### src/cfc_params.svh
//******************************
// Size macros for the checkpoint rename unit
// Included by the package and by every RTL file that sizes storage
//******************************
`ifndef CFC_PARAMS_SVH
`define CFC_PARAMS_SVH

// Logical register file
`define CFC_LOG_REGS 32            // Architectural registers
`define CFC_LOG_W    5             // Logical register number width

// Physical register file
`define CFC_PHYS_W   6             // 64 physical registers

// ROB and free list
`define CFC_ROB_W    5             // ROB tag width, 32 entries
`define CFC_FRL_W    5             // Free-list head pointer width

// Checkpoint ring
`define CFC_CKPTS    8             // Slots in the ring, one is always the active map
`define CFC_CKPT_W   3             // Slot index width

`endif

### src/cfc_pkg.sv
//******************************
// Field types and request/response structs of the checkpoint unit
// Shared by the RTL and the testbench through scoped names
//******************************
`default_nettype none

`include "cfc_params.svh"

package cfc_pkg;

    // Basic fields
    typedef logic [`CFC_LOG_W-1:0]  log_reg_t;   // Logical register number
    typedef logic [`CFC_PHYS_W-1:0] phys_reg_t;  // Physical register number
    typedef logic [`CFC_ROB_W-1:0]  rob_tag_t;   // ROB tag
    typedef logic [`CFC_FRL_W-1:0]  frl_ptr_t;   // Free-list pointer
    typedef logic [`CFC_CKPT_W-1:0] ckpt_idx_t;  // Checkpoint slot

    // One dispatched instruction
    typedef struct packed {
        logic      valid;       // Instruction present this cycle
        logic      reg_write;   // Writes rd
        logic      branch;      // Opens a checkpoint, jr 31 included
        log_reg_t  rd;
        log_reg_t  rs;
        log_reg_t  rt;
        phys_reg_t new_phys;    // Fresh physical register for rd
        rob_tag_t  branch_tag;  // ROB tag of the branch
        frl_ptr_t  frl_head;    // Free-list head when the branch dispatches
    } dispatch_req_t;

    // Retiring instruction from the ROB top
    typedef struct packed {
        logic      valid;
        logic      reg_write;
        log_reg_t  rd;
        phys_reg_t phys;        // Committed mapping of rd
    } commit_req_t;

    // Misprediction from the CDB
    typedef struct packed {
        logic     valid;
        rob_tag_t rob_tag;      // Tag of the mispredicted branch
    } flush_req_t;

    // Recovery point returned on a flush
    typedef struct packed {
        rob_tag_t rob_tag;      // ROB bottom moves here
        frl_ptr_t frl_head;     // Free list jumps back here
    } flush_rsp_t;

    // Newest-checkpoint search result for one operand
    typedef struct packed {
        logic      hit;         // Some live slot has the register dirty
        ckpt_idx_t idx;         // Newest such slot
    } ckpt_sel_t;

    typedef struct packed {
        ckpt_sel_t rs;
        ckpt_sel_t rt;
        ckpt_sel_t rd;
    } lookup_sel_t;

    // Rename lookup result
    typedef struct packed {
        phys_reg_t rs_phys;      // Newest mapping of rs
        phys_reg_t rt_phys;      // Newest mapping of rt
        phys_reg_t rd_prev_phys; // Mapping of rd before this write
    } rename_rsp_t;

endpackage

`default_nettype wire

### src/cfc.sv
//******************************
// Copy-free checkpoint rename unit, top level
// Dispatch, ROB and CDB connect here
//******************************
`timescale 1ns/1ps
`default_nettype none

module cfc (
    input  wire                    clk,
    input  wire                    resetb,
    input  cfc_pkg::dispatch_req_t dispatch,
    input  cfc_pkg::commit_req_t   commit,
    input  cfc_pkg::rob_tag_t      rob_top,
    input  cfc_pkg::flush_req_t    flush,
    output cfc_pkg::rename_rsp_t   rename,
    output cfc_pkg::flush_rsp_t    flush_rsp,
    output logic                   full
);

    cfc_pkg::lookup_sel_t sel;          // Newest dirty slot per operand
    cfc_pkg::ckpt_idx_t   active_idx;   // Slot taking speculative writes
    cfc_pkg::rename_rsp_t rrat_rsp;     // Committed mappings, registered

    cfc_ckpt_ctrl u_ckpt_ctrl (
        .clk          (clk),
        .resetb       (resetb),
        .dispatch     (dispatch),
        .commit_valid (commit.valid),
        .rob_top      (rob_top),
        .flush        (flush),
        .sel          (sel),
        .active_idx   (active_idx),
        .flush_rsp    (flush_rsp),
        .full         (full)
    );

    cfc_rrat u_rrat (
        .clk      (clk),
        .resetb   (resetb),
        .dispatch (dispatch),
        .commit   (commit),
        .rsp      (rrat_rsp)
    );

    cfc_ckpt_table u_ckpt_table (
        .clk        (clk),
        .dispatch   (dispatch),
        .sel        (sel),
        .active_idx (active_idx),
        .rrat_rsp   (rrat_rsp),
        .rsp        (rename)
    );

endmodule

`default_nettype wire

### src/cfc_ckpt_ctrl.sv
//******************************
// Checkpoint ring control with pointers, tags, dirty flags,
// release and flush recovery, and the newest-slot search
//******************************
`timescale 1ns/1ps
`default_nettype none

`include "cfc_params.svh"

module cfc_ckpt_ctrl (
    input  wire                    clk,
    input  wire                    resetb,
    input  cfc_pkg::dispatch_req_t dispatch,
    input  wire                    commit_valid,
    input  cfc_pkg::rob_tag_t      rob_top,
    input  cfc_pkg::flush_req_t    flush,
    output cfc_pkg::lookup_sel_t   sel,
    output cfc_pkg::ckpt_idx_t     active_idx,
    output cfc_pkg::flush_rsp_t    flush_rsp,
    output logic                   full
);

    cfc_pkg::ckpt_idx_t head;                        // Active map slot
    cfc_pkg::ckpt_idx_t tail;                        // Oldest checkpoint
    cfc_pkg::ckpt_idx_t span;                        // Live slots behind head
    logic [`CFC_CKPTS-1:0] slot_valid;               // Slot holds an unresolved branch
    cfc_pkg::rob_tag_t slot_tag [`CFC_CKPTS];        // Branch tag per slot
    cfc_pkg::frl_ptr_t slot_frl [`CFC_CKPTS];        // Saved free-list head
    logic [`CFC_LOG_REGS-1:0] dirty [`CFC_CKPTS];    // Registers written in each slot

    logic [`CFC_CKPTS-1:0] match;                    // Valid slot with the flushed tag
    cfc_pkg::rob_tag_t slot_depth [`CFC_CKPTS];      // Distance of each slot from ROB top
    cfc_pkg::rob_tag_t flush_depth;
    cfc_pkg::ckpt_idx_t flush_idx;
    logic flush_go;
    logic release_ok;
    logic create;
    logic dirty_set;
    logic [`CFC_CKPTS-1:0] rs_col;
    logic [`CFC_CKPTS-1:0] rt_col;
    logic [`CFC_CKPTS-1:0] rd_col;

    // Walk from head back towards tail and stop at the first dirty slot
    function automatic cfc_pkg::ckpt_sel_t find_newest(
        input logic [`CFC_CKPTS-1:0] col,
        input cfc_pkg::ckpt_idx_t    hd,
        input cfc_pkg::ckpt_idx_t    live
    );
        cfc_pkg::ckpt_sel_t res;
        cfc_pkg::ckpt_idx_t idx;
        res = '0;
        for (int k = 0; k < `CFC_CKPTS; k++) begin
            idx = hd - cfc_pkg::ckpt_idx_t'(k);
            if (!res.hit && (k <= int'(live)) && col[idx]) begin
                res.hit = 1'b1;
                res.idx = idx;
            end
        end
        return res;
    endfunction

    assign span        = head - tail;
    assign active_idx  = head;
    assign full        = (cfc_pkg::ckpt_idx_t'(head + 1'b1) == tail);
    assign flush_depth = flush.rob_tag - rob_top;
    assign flush_go    = flush.valid && (|match);

    // Oldest branch has reached the ROB top and commits
    assign release_ok = commit_valid && slot_valid[tail] && (slot_tag[tail] == rob_top);

    // Dispatch is ignored while a flush is on the CDB
    assign dirty_set = dispatch.valid && dispatch.reg_write && !flush.valid;
    assign create    = dispatch.valid && dispatch.branch && !flush.valid &&
                       (!full || release_ok);   // A full ring drops the branch

    always_comb begin
        flush_idx = head;                        // Holds when nothing matches
        for (int s = 0; s < `CFC_CKPTS; s++) begin
            match[s]      = slot_valid[s] && (slot_tag[s] == flush.rob_tag);
            slot_depth[s] = slot_tag[s] - rob_top;
            if (match[s])
                flush_idx = cfc_pkg::ckpt_idx_t'(s);
        end
    end

    assign flush_rsp.rob_tag  = slot_tag[flush_idx];
    assign flush_rsp.frl_head = slot_frl[flush_idx];

    // Per-operand dirty columns across the ring
    always_comb begin
        for (int s = 0; s < `CFC_CKPTS; s++) begin
            rs_col[s] = dirty[s][dispatch.rs];
            rt_col[s] = dirty[s][dispatch.rt];
            rd_col[s] = dirty[s][dispatch.rd];
        end
        sel.rs = find_newest(rs_col, head, span);
        sel.rt = find_newest(rt_col, head, span);
        sel.rd = find_newest(rd_col, head, span);
    end

    always_ff @(posedge clk or negedge resetb) begin
        if (!resetb) begin
            head       <= '0;
            tail       <= '0;
            slot_valid <= '0;
            for (int s = 0; s < `CFC_CKPTS; s++)
                dirty[s] <= '0;
        end else begin
            if (release_ok) begin
                slot_valid[tail] <= 1'b0;
                dirty[tail]      <= '0;                  // Its writes are now in the RRAT
                tail             <= tail + 1'b1;
            end
            if (flush_go) begin
                dirty[head] <= '0;                       // Active map after the branch is void
                for (int s = 0; s < `CFC_CKPTS; s++) begin
                    if (slot_depth[s] > flush_depth) begin   // Younger than the bad branch
                        slot_valid[s] <= 1'b0;
                        dirty[s]      <= '0;
                    end
                end
                slot_valid[flush_idx] <= 1'b0;           // Becomes the active map and keeps its flags
                head                  <= flush_idx;
            end else begin
                if (dirty_set)
                    dirty[head][dispatch.rd] <= 1'b1;
                if (create) begin
                    slot_valid[head] <= 1'b1;
                    head             <= head + 1'b1;
                end
            end
        end
    end

    // Branch tag and free-list head are written when the slot opens
    always_ff @(posedge clk) begin
        if (create) begin
            slot_tag[head] <= dispatch.branch_tag;
            slot_frl[head] <= dispatch.frl_head;
        end
    end

endmodule

`default_nettype wire

### src/cfc_ckpt_table.sv
//******************************
// Checkpoint map storage, one entry per slot and logical register
// Three registered read ports, merged with the retirement result
//******************************
`timescale 1ns/1ps
`default_nettype none

`include "cfc_params.svh"

module cfc_ckpt_table (
    input  wire                    clk,
    input  cfc_pkg::dispatch_req_t dispatch,
    input  cfc_pkg::lookup_sel_t   sel,
    input  cfc_pkg::ckpt_idx_t     active_idx,
    input  cfc_pkg::rename_rsp_t   rrat_rsp,
    output cfc_pkg::rename_rsp_t   rsp
);

    localparam int DEPTH = `CFC_CKPTS * `CFC_LOG_REGS;

    cfc_pkg::phys_reg_t mem [DEPTH];            // Addressed {slot, logical reg}

    logic [`CFC_CKPT_W+`CFC_LOG_W-1:0] wr_addr;
    logic [`CFC_CKPT_W+`CFC_LOG_W-1:0] rs_addr;
    logic [`CFC_CKPT_W+`CFC_LOG_W-1:0] rt_addr;
    logic [`CFC_CKPT_W+`CFC_LOG_W-1:0] rd_addr;
    cfc_pkg::phys_reg_t rs_q;
    cfc_pkg::phys_reg_t rt_q;
    cfc_pkg::phys_reg_t rd_q;
    logic rs_hit_q;
    logic rt_hit_q;
    logic rd_hit_q;

    assign wr_addr = {active_idx, dispatch.rd};   // New mapping goes to the active map
    assign rs_addr = {sel.rs.idx, dispatch.rs};
    assign rt_addr = {sel.rt.idx, dispatch.rt};
    assign rd_addr = {sel.rd.idx, dispatch.rd};

    always_ff @(posedge clk) begin
        if (dispatch.valid) begin
            if (dispatch.reg_write)
                mem[wr_addr] <= dispatch.new_phys;
            rs_q     <= mem[rs_addr];     // Read before write, own write not seen
            rt_q     <= mem[rt_addr];
            rd_q     <= mem[rd_addr];
            rs_hit_q <= sel.rs.hit;
            rt_hit_q <= sel.rt.hit;
            rd_hit_q <= sel.rd.hit;
        end
    end

    // No dirty slot means the committed mapping is the newest one
    assign rsp.rs_phys      = rs_hit_q ? rs_q : rrat_rsp.rs_phys;
    assign rsp.rt_phys      = rt_hit_q ? rt_q : rrat_rsp.rt_phys;
    assign rsp.rd_prev_phys = rd_hit_q ? rd_q : rrat_rsp.rd_prev_phys;

endmodule

`default_nettype wire

### src/cfc_rrat.sv
//******************************
// Retirement map table, written by commits
// Gives the committed mappings of rs, rt and rd one cycle after dispatch
//******************************
`timescale 1ns/1ps
`default_nettype none

`include "cfc_params.svh"

module cfc_rrat (
    input  wire                    clk,
    input  wire                    resetb,
    input  cfc_pkg::dispatch_req_t dispatch,
    input  cfc_pkg::commit_req_t   commit,
    output cfc_pkg::rename_rsp_t   rsp
);

    cfc_pkg::phys_reg_t map [`CFC_LOG_REGS];   // Committed logical to physical map

    // Commit writes, reset to identity
    always_ff @(posedge clk or negedge resetb) begin
        if (!resetb) begin
            for (int r = 0; r < `CFC_LOG_REGS; r++)
                map[r] <= cfc_pkg::phys_reg_t'(r);
        end else if (commit.valid && commit.reg_write) begin
            map[commit.rd] <= commit.phys;
        end
    end

    // Registered dispatch reads, old value on a same-cycle commit
    always_ff @(posedge clk) begin
        if (dispatch.valid) begin
            rsp.rs_phys      <= map[dispatch.rs];
            rsp.rt_phys      <= map[dispatch.rt];
            rsp.rd_prev_phys <= map[dispatch.rd];
        end
    end

endmodule

`default_nettype wire

### config.mk
export PLATFORM = sky130hd
export DESIGN_NAME = cfc
export DESIGN_NICKNAME = d
export VERILOG_FILES = /design/src/cfc_pkg.sv /design/src/cfc.sv /design/src/cfc_ckpt_ctrl.sv /design/src/cfc_ckpt_table.sv /design/src/cfc_rrat.sv
export VERILOG_INCLUDE_DIRS = /design/src
export SDC_FILE = /design/constraint.sdc
export NUM_CORES = 2
export LEC_CHECK = 0
export BUFFER_PORTS_ARGS = -buffer_cell sky130_fd_sc_hd__buf_4
export CORE_ASPECT_RATIO = 0.6
export CORE_MARGIN = 3
export CORE_UTILIZATION = 30
export DETAILED_ROUTE_END_ITERATION = 8
export HOLD_SLACK_MARGIN = 0.08
export PLACE_DENSITY = 0.54
export REMOVE_ABC_BUFFERS = 1
export SYNTH_ARGS = -nofsm -noshare
export SYNTH_HDL_FRONTEND = slang
export SYNTH_SLANG_ARGS = --single-unit
### constraint.sdc
create_clock -name clk -period 7.8 [get_ports clk]
set_clock_uncertainty 0.1 [all_clocks]
set_input_delay 0 -clock clk [delete_from_list [all_inputs] [get_ports clk]]
set_output_delay 0 -clock clk [all_outputs]
set_load 0.005 [all_outputs]
==> metrics.csv <==
stage,metric,value,unit
status,status,"complete, but fails checks",
status,violations,"max-capacitance violations, max-slew violations",
pwr,power_density,253,nW/um2
sta,fin_crit_sh,82.7,%
clock_tree,clockBufferDepth,4,
sta,hold_viol_final,0,
die,die_h,501,um
pwr,p_leak,44.3,nW
setup_path,path_buf_inv,0,
synthesis,ys_ff_latch,2117,
routing,first_iter_violations,14474,
synthesis,netlist_area,123000,um2
die,row_count,181,
global_route,antenna_found_initial,64,
die,ios,89,
synthesis,synth_edf_count,1655,
setup_path,crit_family,compound AO/OA/AOI/OAI gates,
layout,drive_above_1_share,38.3,%
sta,finalSetupViolCount,0,
sta,fmax,155,MHz
clock_tree,clk_pin_slew,70,ps
die,die_area,417000,um2
setup_path,cp_data_required_time,8380,ps
routing,wl_per_cell,38.5,um
setup_path,reg2reg_depth,15,
synthesis,ys_types,105,
synthesis,ys.flop_type,edfxtp_1,
setup_path,crit_type,register to register,
setup_path,worstReg2RegStart,u_ckpt_ctrl.tail[0],
die,initial_core_util,30.2,%
sta,fin_setup_tns,0,ps
routing,drt_wl_total,492000,um
layout,fin_nets,7318,
die,die_width,831,um
setup_path,ff2ff_setup_slack,1350,ps
setup_path,max_stage_delay,950,ps
setup_path,crit_top_cell,o21ai_1,
sta,rsz0062_at_grt,no,
setup_path,crit_slowest_cell,a32o_2,
clock_tree,clock-sinks,2117,
place,hpwlAfterDp,340000,um
routing,viasPerCell,6.41,
setup_path,regToRegEndpoint,u_ckpt_table.rd_q[2],
layout,post-route-util,33.8,%
global_route,grt_max_degree,155,
sta,min_period,6450,ps
sta,slew_violations,10,
clock_tree,ctsResizeCount,0,
die,coreArea,406000,um2
setup_path,setup.worst_path.start,u_ckpt_ctrl.tail[0],
layout,nFillCells,38218,
clock_tree,cts_tree,built,
setup_path,crit_path_cell_trace,ha_1 -> fa_1 -> xnor3_1 -> o21ai_1 -> nand2_1 -> a2111oi_1 -> a41oi_1 -> a31o_1 -> and2_1 -> o21ai_1 -> a32o_2 -> nor3_4 -> a211oi_1 -> mux2i_1 -> mux2_2,
clock_tree,clock_latency,940,ps
layout,area_growth_syn_to_layout,11.9,%
place,portBuffers,88,
setup_path,cp_max_fo,45,
routing,drt-pass1-iter-count,8,
place,gp_congestion,0.967,
global_route,grt.overflow.total,0,
pwr,vdd_ir_drop_max,0.348,mV
setup_path,crit_path_start_kind,register,
clock_tree,numCtsBuffers,211,
routing,route.detailed.drc,0,
setup_path,cp-end-kind,register,
run,maxCapViolations,2,
routing,ant_nets,0,
place,place_ws,1390,ps
clock_tree,clockRootBuffer,clkbuf_16,
setup_path,crit_arrival,7030,ps
synthesis,ys_seq_area_share,50.0,%
hold_path,min_delay_path_depth,3,
global_route,grt_pass1_wl,672000,um
sta,setup_ws,1350,ps
routing,vias,81781,
clock_tree,htreeDepth,4,
setup_path,cp.depth,15,
sta,relSlewSlack,-2.39,%
global_route,first_global_vias,77307,
setup_path,endpoint,u_ckpt_table.rd_q[2],
sta,tightest_slew,1490,ps
synthesis,async_flop_share,21.8,%
hold_path,hold_path.class,input pin to register,
synthesis,yosysWarnings,0,
synthesis,synthCells,7254,
global_route,grt_usage,23.0,%
synthesis,syn-mean-instance-area,16.9,um2
[per-stage QoR]
| stage | instances | total power, mW | area [um2] | hold slack [ps] |
|---|---|---|---|---|
| 2_1_floorplan | 6600 | 19.1 | 120000 | -396 |
| 3_3_place_gp | 12274 | 23.5 | 129000 | 54.4 |
| 3_5_place_dp | 12274 | 23.6 | 129000 | 70.7 |
| 4_1_cts | 12732 | 34.4 | 137000 | 80.3 |
| 5_1_grt | 12734 | 35.7 | 137000 | 91.7 |
| 6_report | 12766 | 34.7 | 137000 | 122 |
[power by group]
group	switching (mW)	leakage [nW]	total [mW]	internal, mW
Sequential	0.469	21.0	13.2	12.7
Clock	4.87	3.41	10.9	6.02
Combinational	6.72	19.9	10.6	3.88
[kinds of logic after synthesis]
family | Yosys count | synth area share (%)
buffers and inverters | 691 | 2.40
AND/OR/NAND/NOR | 1248 | 4.69
adder cells (fa/ha/maj) | 88 | 0.959
flip-flops | 2117 | 50.0
AO/OA/AOI/OAI | 741 | 4.02
multiplexers | 2276 | 37.2
XOR/XNOR | 93 | 0.675
[worst min path at each step]
stage	startpoint	end
after floorplan	resetb	u_ckpt_ctrl.active_idx[0]
after detailed placement	resetb	u_rrat.map[61]
after global placement	resetb	u_rrat.map[61]
final	commit[1]	u_rrat.map[127]
after global routing	dispatch[20]	u_rrat.rsp[6]
after CTS	dispatch[20]	u_rrat.rsp[8]
[worst reg2reg max path, delay by kind of cell (launching register included)]
kind / cells / cell delay [ps]
xor gates and xnor gates: 1 / 460
AOI/OAI and AO/OA: 7 / 2890
muxes: 2 / 430
and+or+nand+nor: 3 / 810
adders and majority gates: 2 / 790
DFF: 1 / 720
[final cells by class]
cell class              instances  area, um2  area share (%)
flip-flops and latches       2117      61400            44.7
well taps                    5398       6750            4.92
inverters                      37        141           0.103
clock inverters               120       1400            1.02
clock buffers                 258       5610            4.09
multi-input cells            4446      58500            42.6
repair buffers                357       3350            2.45
diodes                         33       82.6          0.0602
[registers in the layout, indices dropped and copies added, names as in the netlist]
signal / cells
u_ckpt_ctrl.dirty: 256
u_ckpt_table.rs_q: 6
u_ckpt_table.rd_q: 6
u_rrat.map: 192
u_ckpt_table.rd_hit_q: 1
u_ckpt_ctrl.slot_frl: 40
u_rrat.rsp: 18
u_ckpt_ctrl.active_idx: 3
u_ckpt_ctrl.tail: 3
u_ckpt_table.rs_hit_q: 1
u_ckpt_table.rt_hit_q: 1
u_ckpt_ctrl.slot_tag: 40
u_ckpt_table.mem: 1536
u_ckpt_table.rt_q: 6
u_ckpt_ctrl.slot_valid: 8
[cell usage after synthesis, types with 11 or more instances]
library cell,count,share of area (%)
a211oi_1,44,0.27
a21o_1,23,0.14
a21oi_1,79,0.32
a221oi_1,18,0.13
a22o_1,18,0.13
a22oi_1,80,0.49
a31oi_1,13,0.066
a32oi_1,13,0.093
and2_1,96,0.49
and3_1,13,0.066
buf_1,152,0.47
buf_2,53,0.22
buf_6,24,0.22
clkbuf_1,412,1.3
dfrtp_1,382,7.8
dfstp_2,80,1.7
edfxtp_1,1655,41
ha_1,78,0.80
inv_1,33,0.10
mux2_2,254,2.3
mux2i_1,220,1.8
mux4_2,1801,33
nand2_1,441,1.3
nand2b_1,34,0.17
nand3_1,82,0.33
nand4_1,28,0.14
nor2_1,369,1.1
nor2b_1,37,0.19
nor3_1,52,0.21
nor4_1,39,0.20
o211ai_1,11,0.067
o21ai_0,288,1.2
o21ai_1,14,0.057
o22ai_1,19,0.097
o32a_1,23,0.19
xnor2_1,43,0.31
xor2_1,49,0.35
[what timing repair did]
item,CTS,global route
hold buffers,80,0
buffers inserted,0,0
endpoints found under the hold margin,1383,0
[layer usage]
metal,vias to the layer above,routed length [um],GRT usage [%]
met5,-,493,0.530
met4,30,10900,4.51
met3,628,89000,12.5
met2,6363,185000,28.6
met1,44266,206000,34.5
li1,30494,-,-
[layout by cell type, fill, tap and decap left out, types with 37 or more instances in the layout]
| cell type | count |
|---|---|
| a22oi_1 | 80 |
| mux2_2 | 254 |
| dfstp_2 | 80 |
| ha_1 | 78 |
| nor3_1 | 48 |
| nand2_1 | 434 |
| edfxtp_1 | 1655 |
| mux4_2 | 1801 |
| a21oi_1 | 77 |
| clkinv_2 | 37 |
| nand3_1 | 76 |
| xnor2_1 | 43 |
| dlygate4sd3_1 | 79 |
| clkbuf_16 | 215 |
| nor2_1 | 368 |
| nor2b_1 | 37 |
| and2_1 | 96 |
| xor2_1 | 49 |
| mux2i_1 | 220 |
| buf_4 | 231 |
| dfrtp_1 | 381 |
| o21ai_0 | 288 |
| a211oi_1 | 44 |
(Power assumes the default switching activity.)
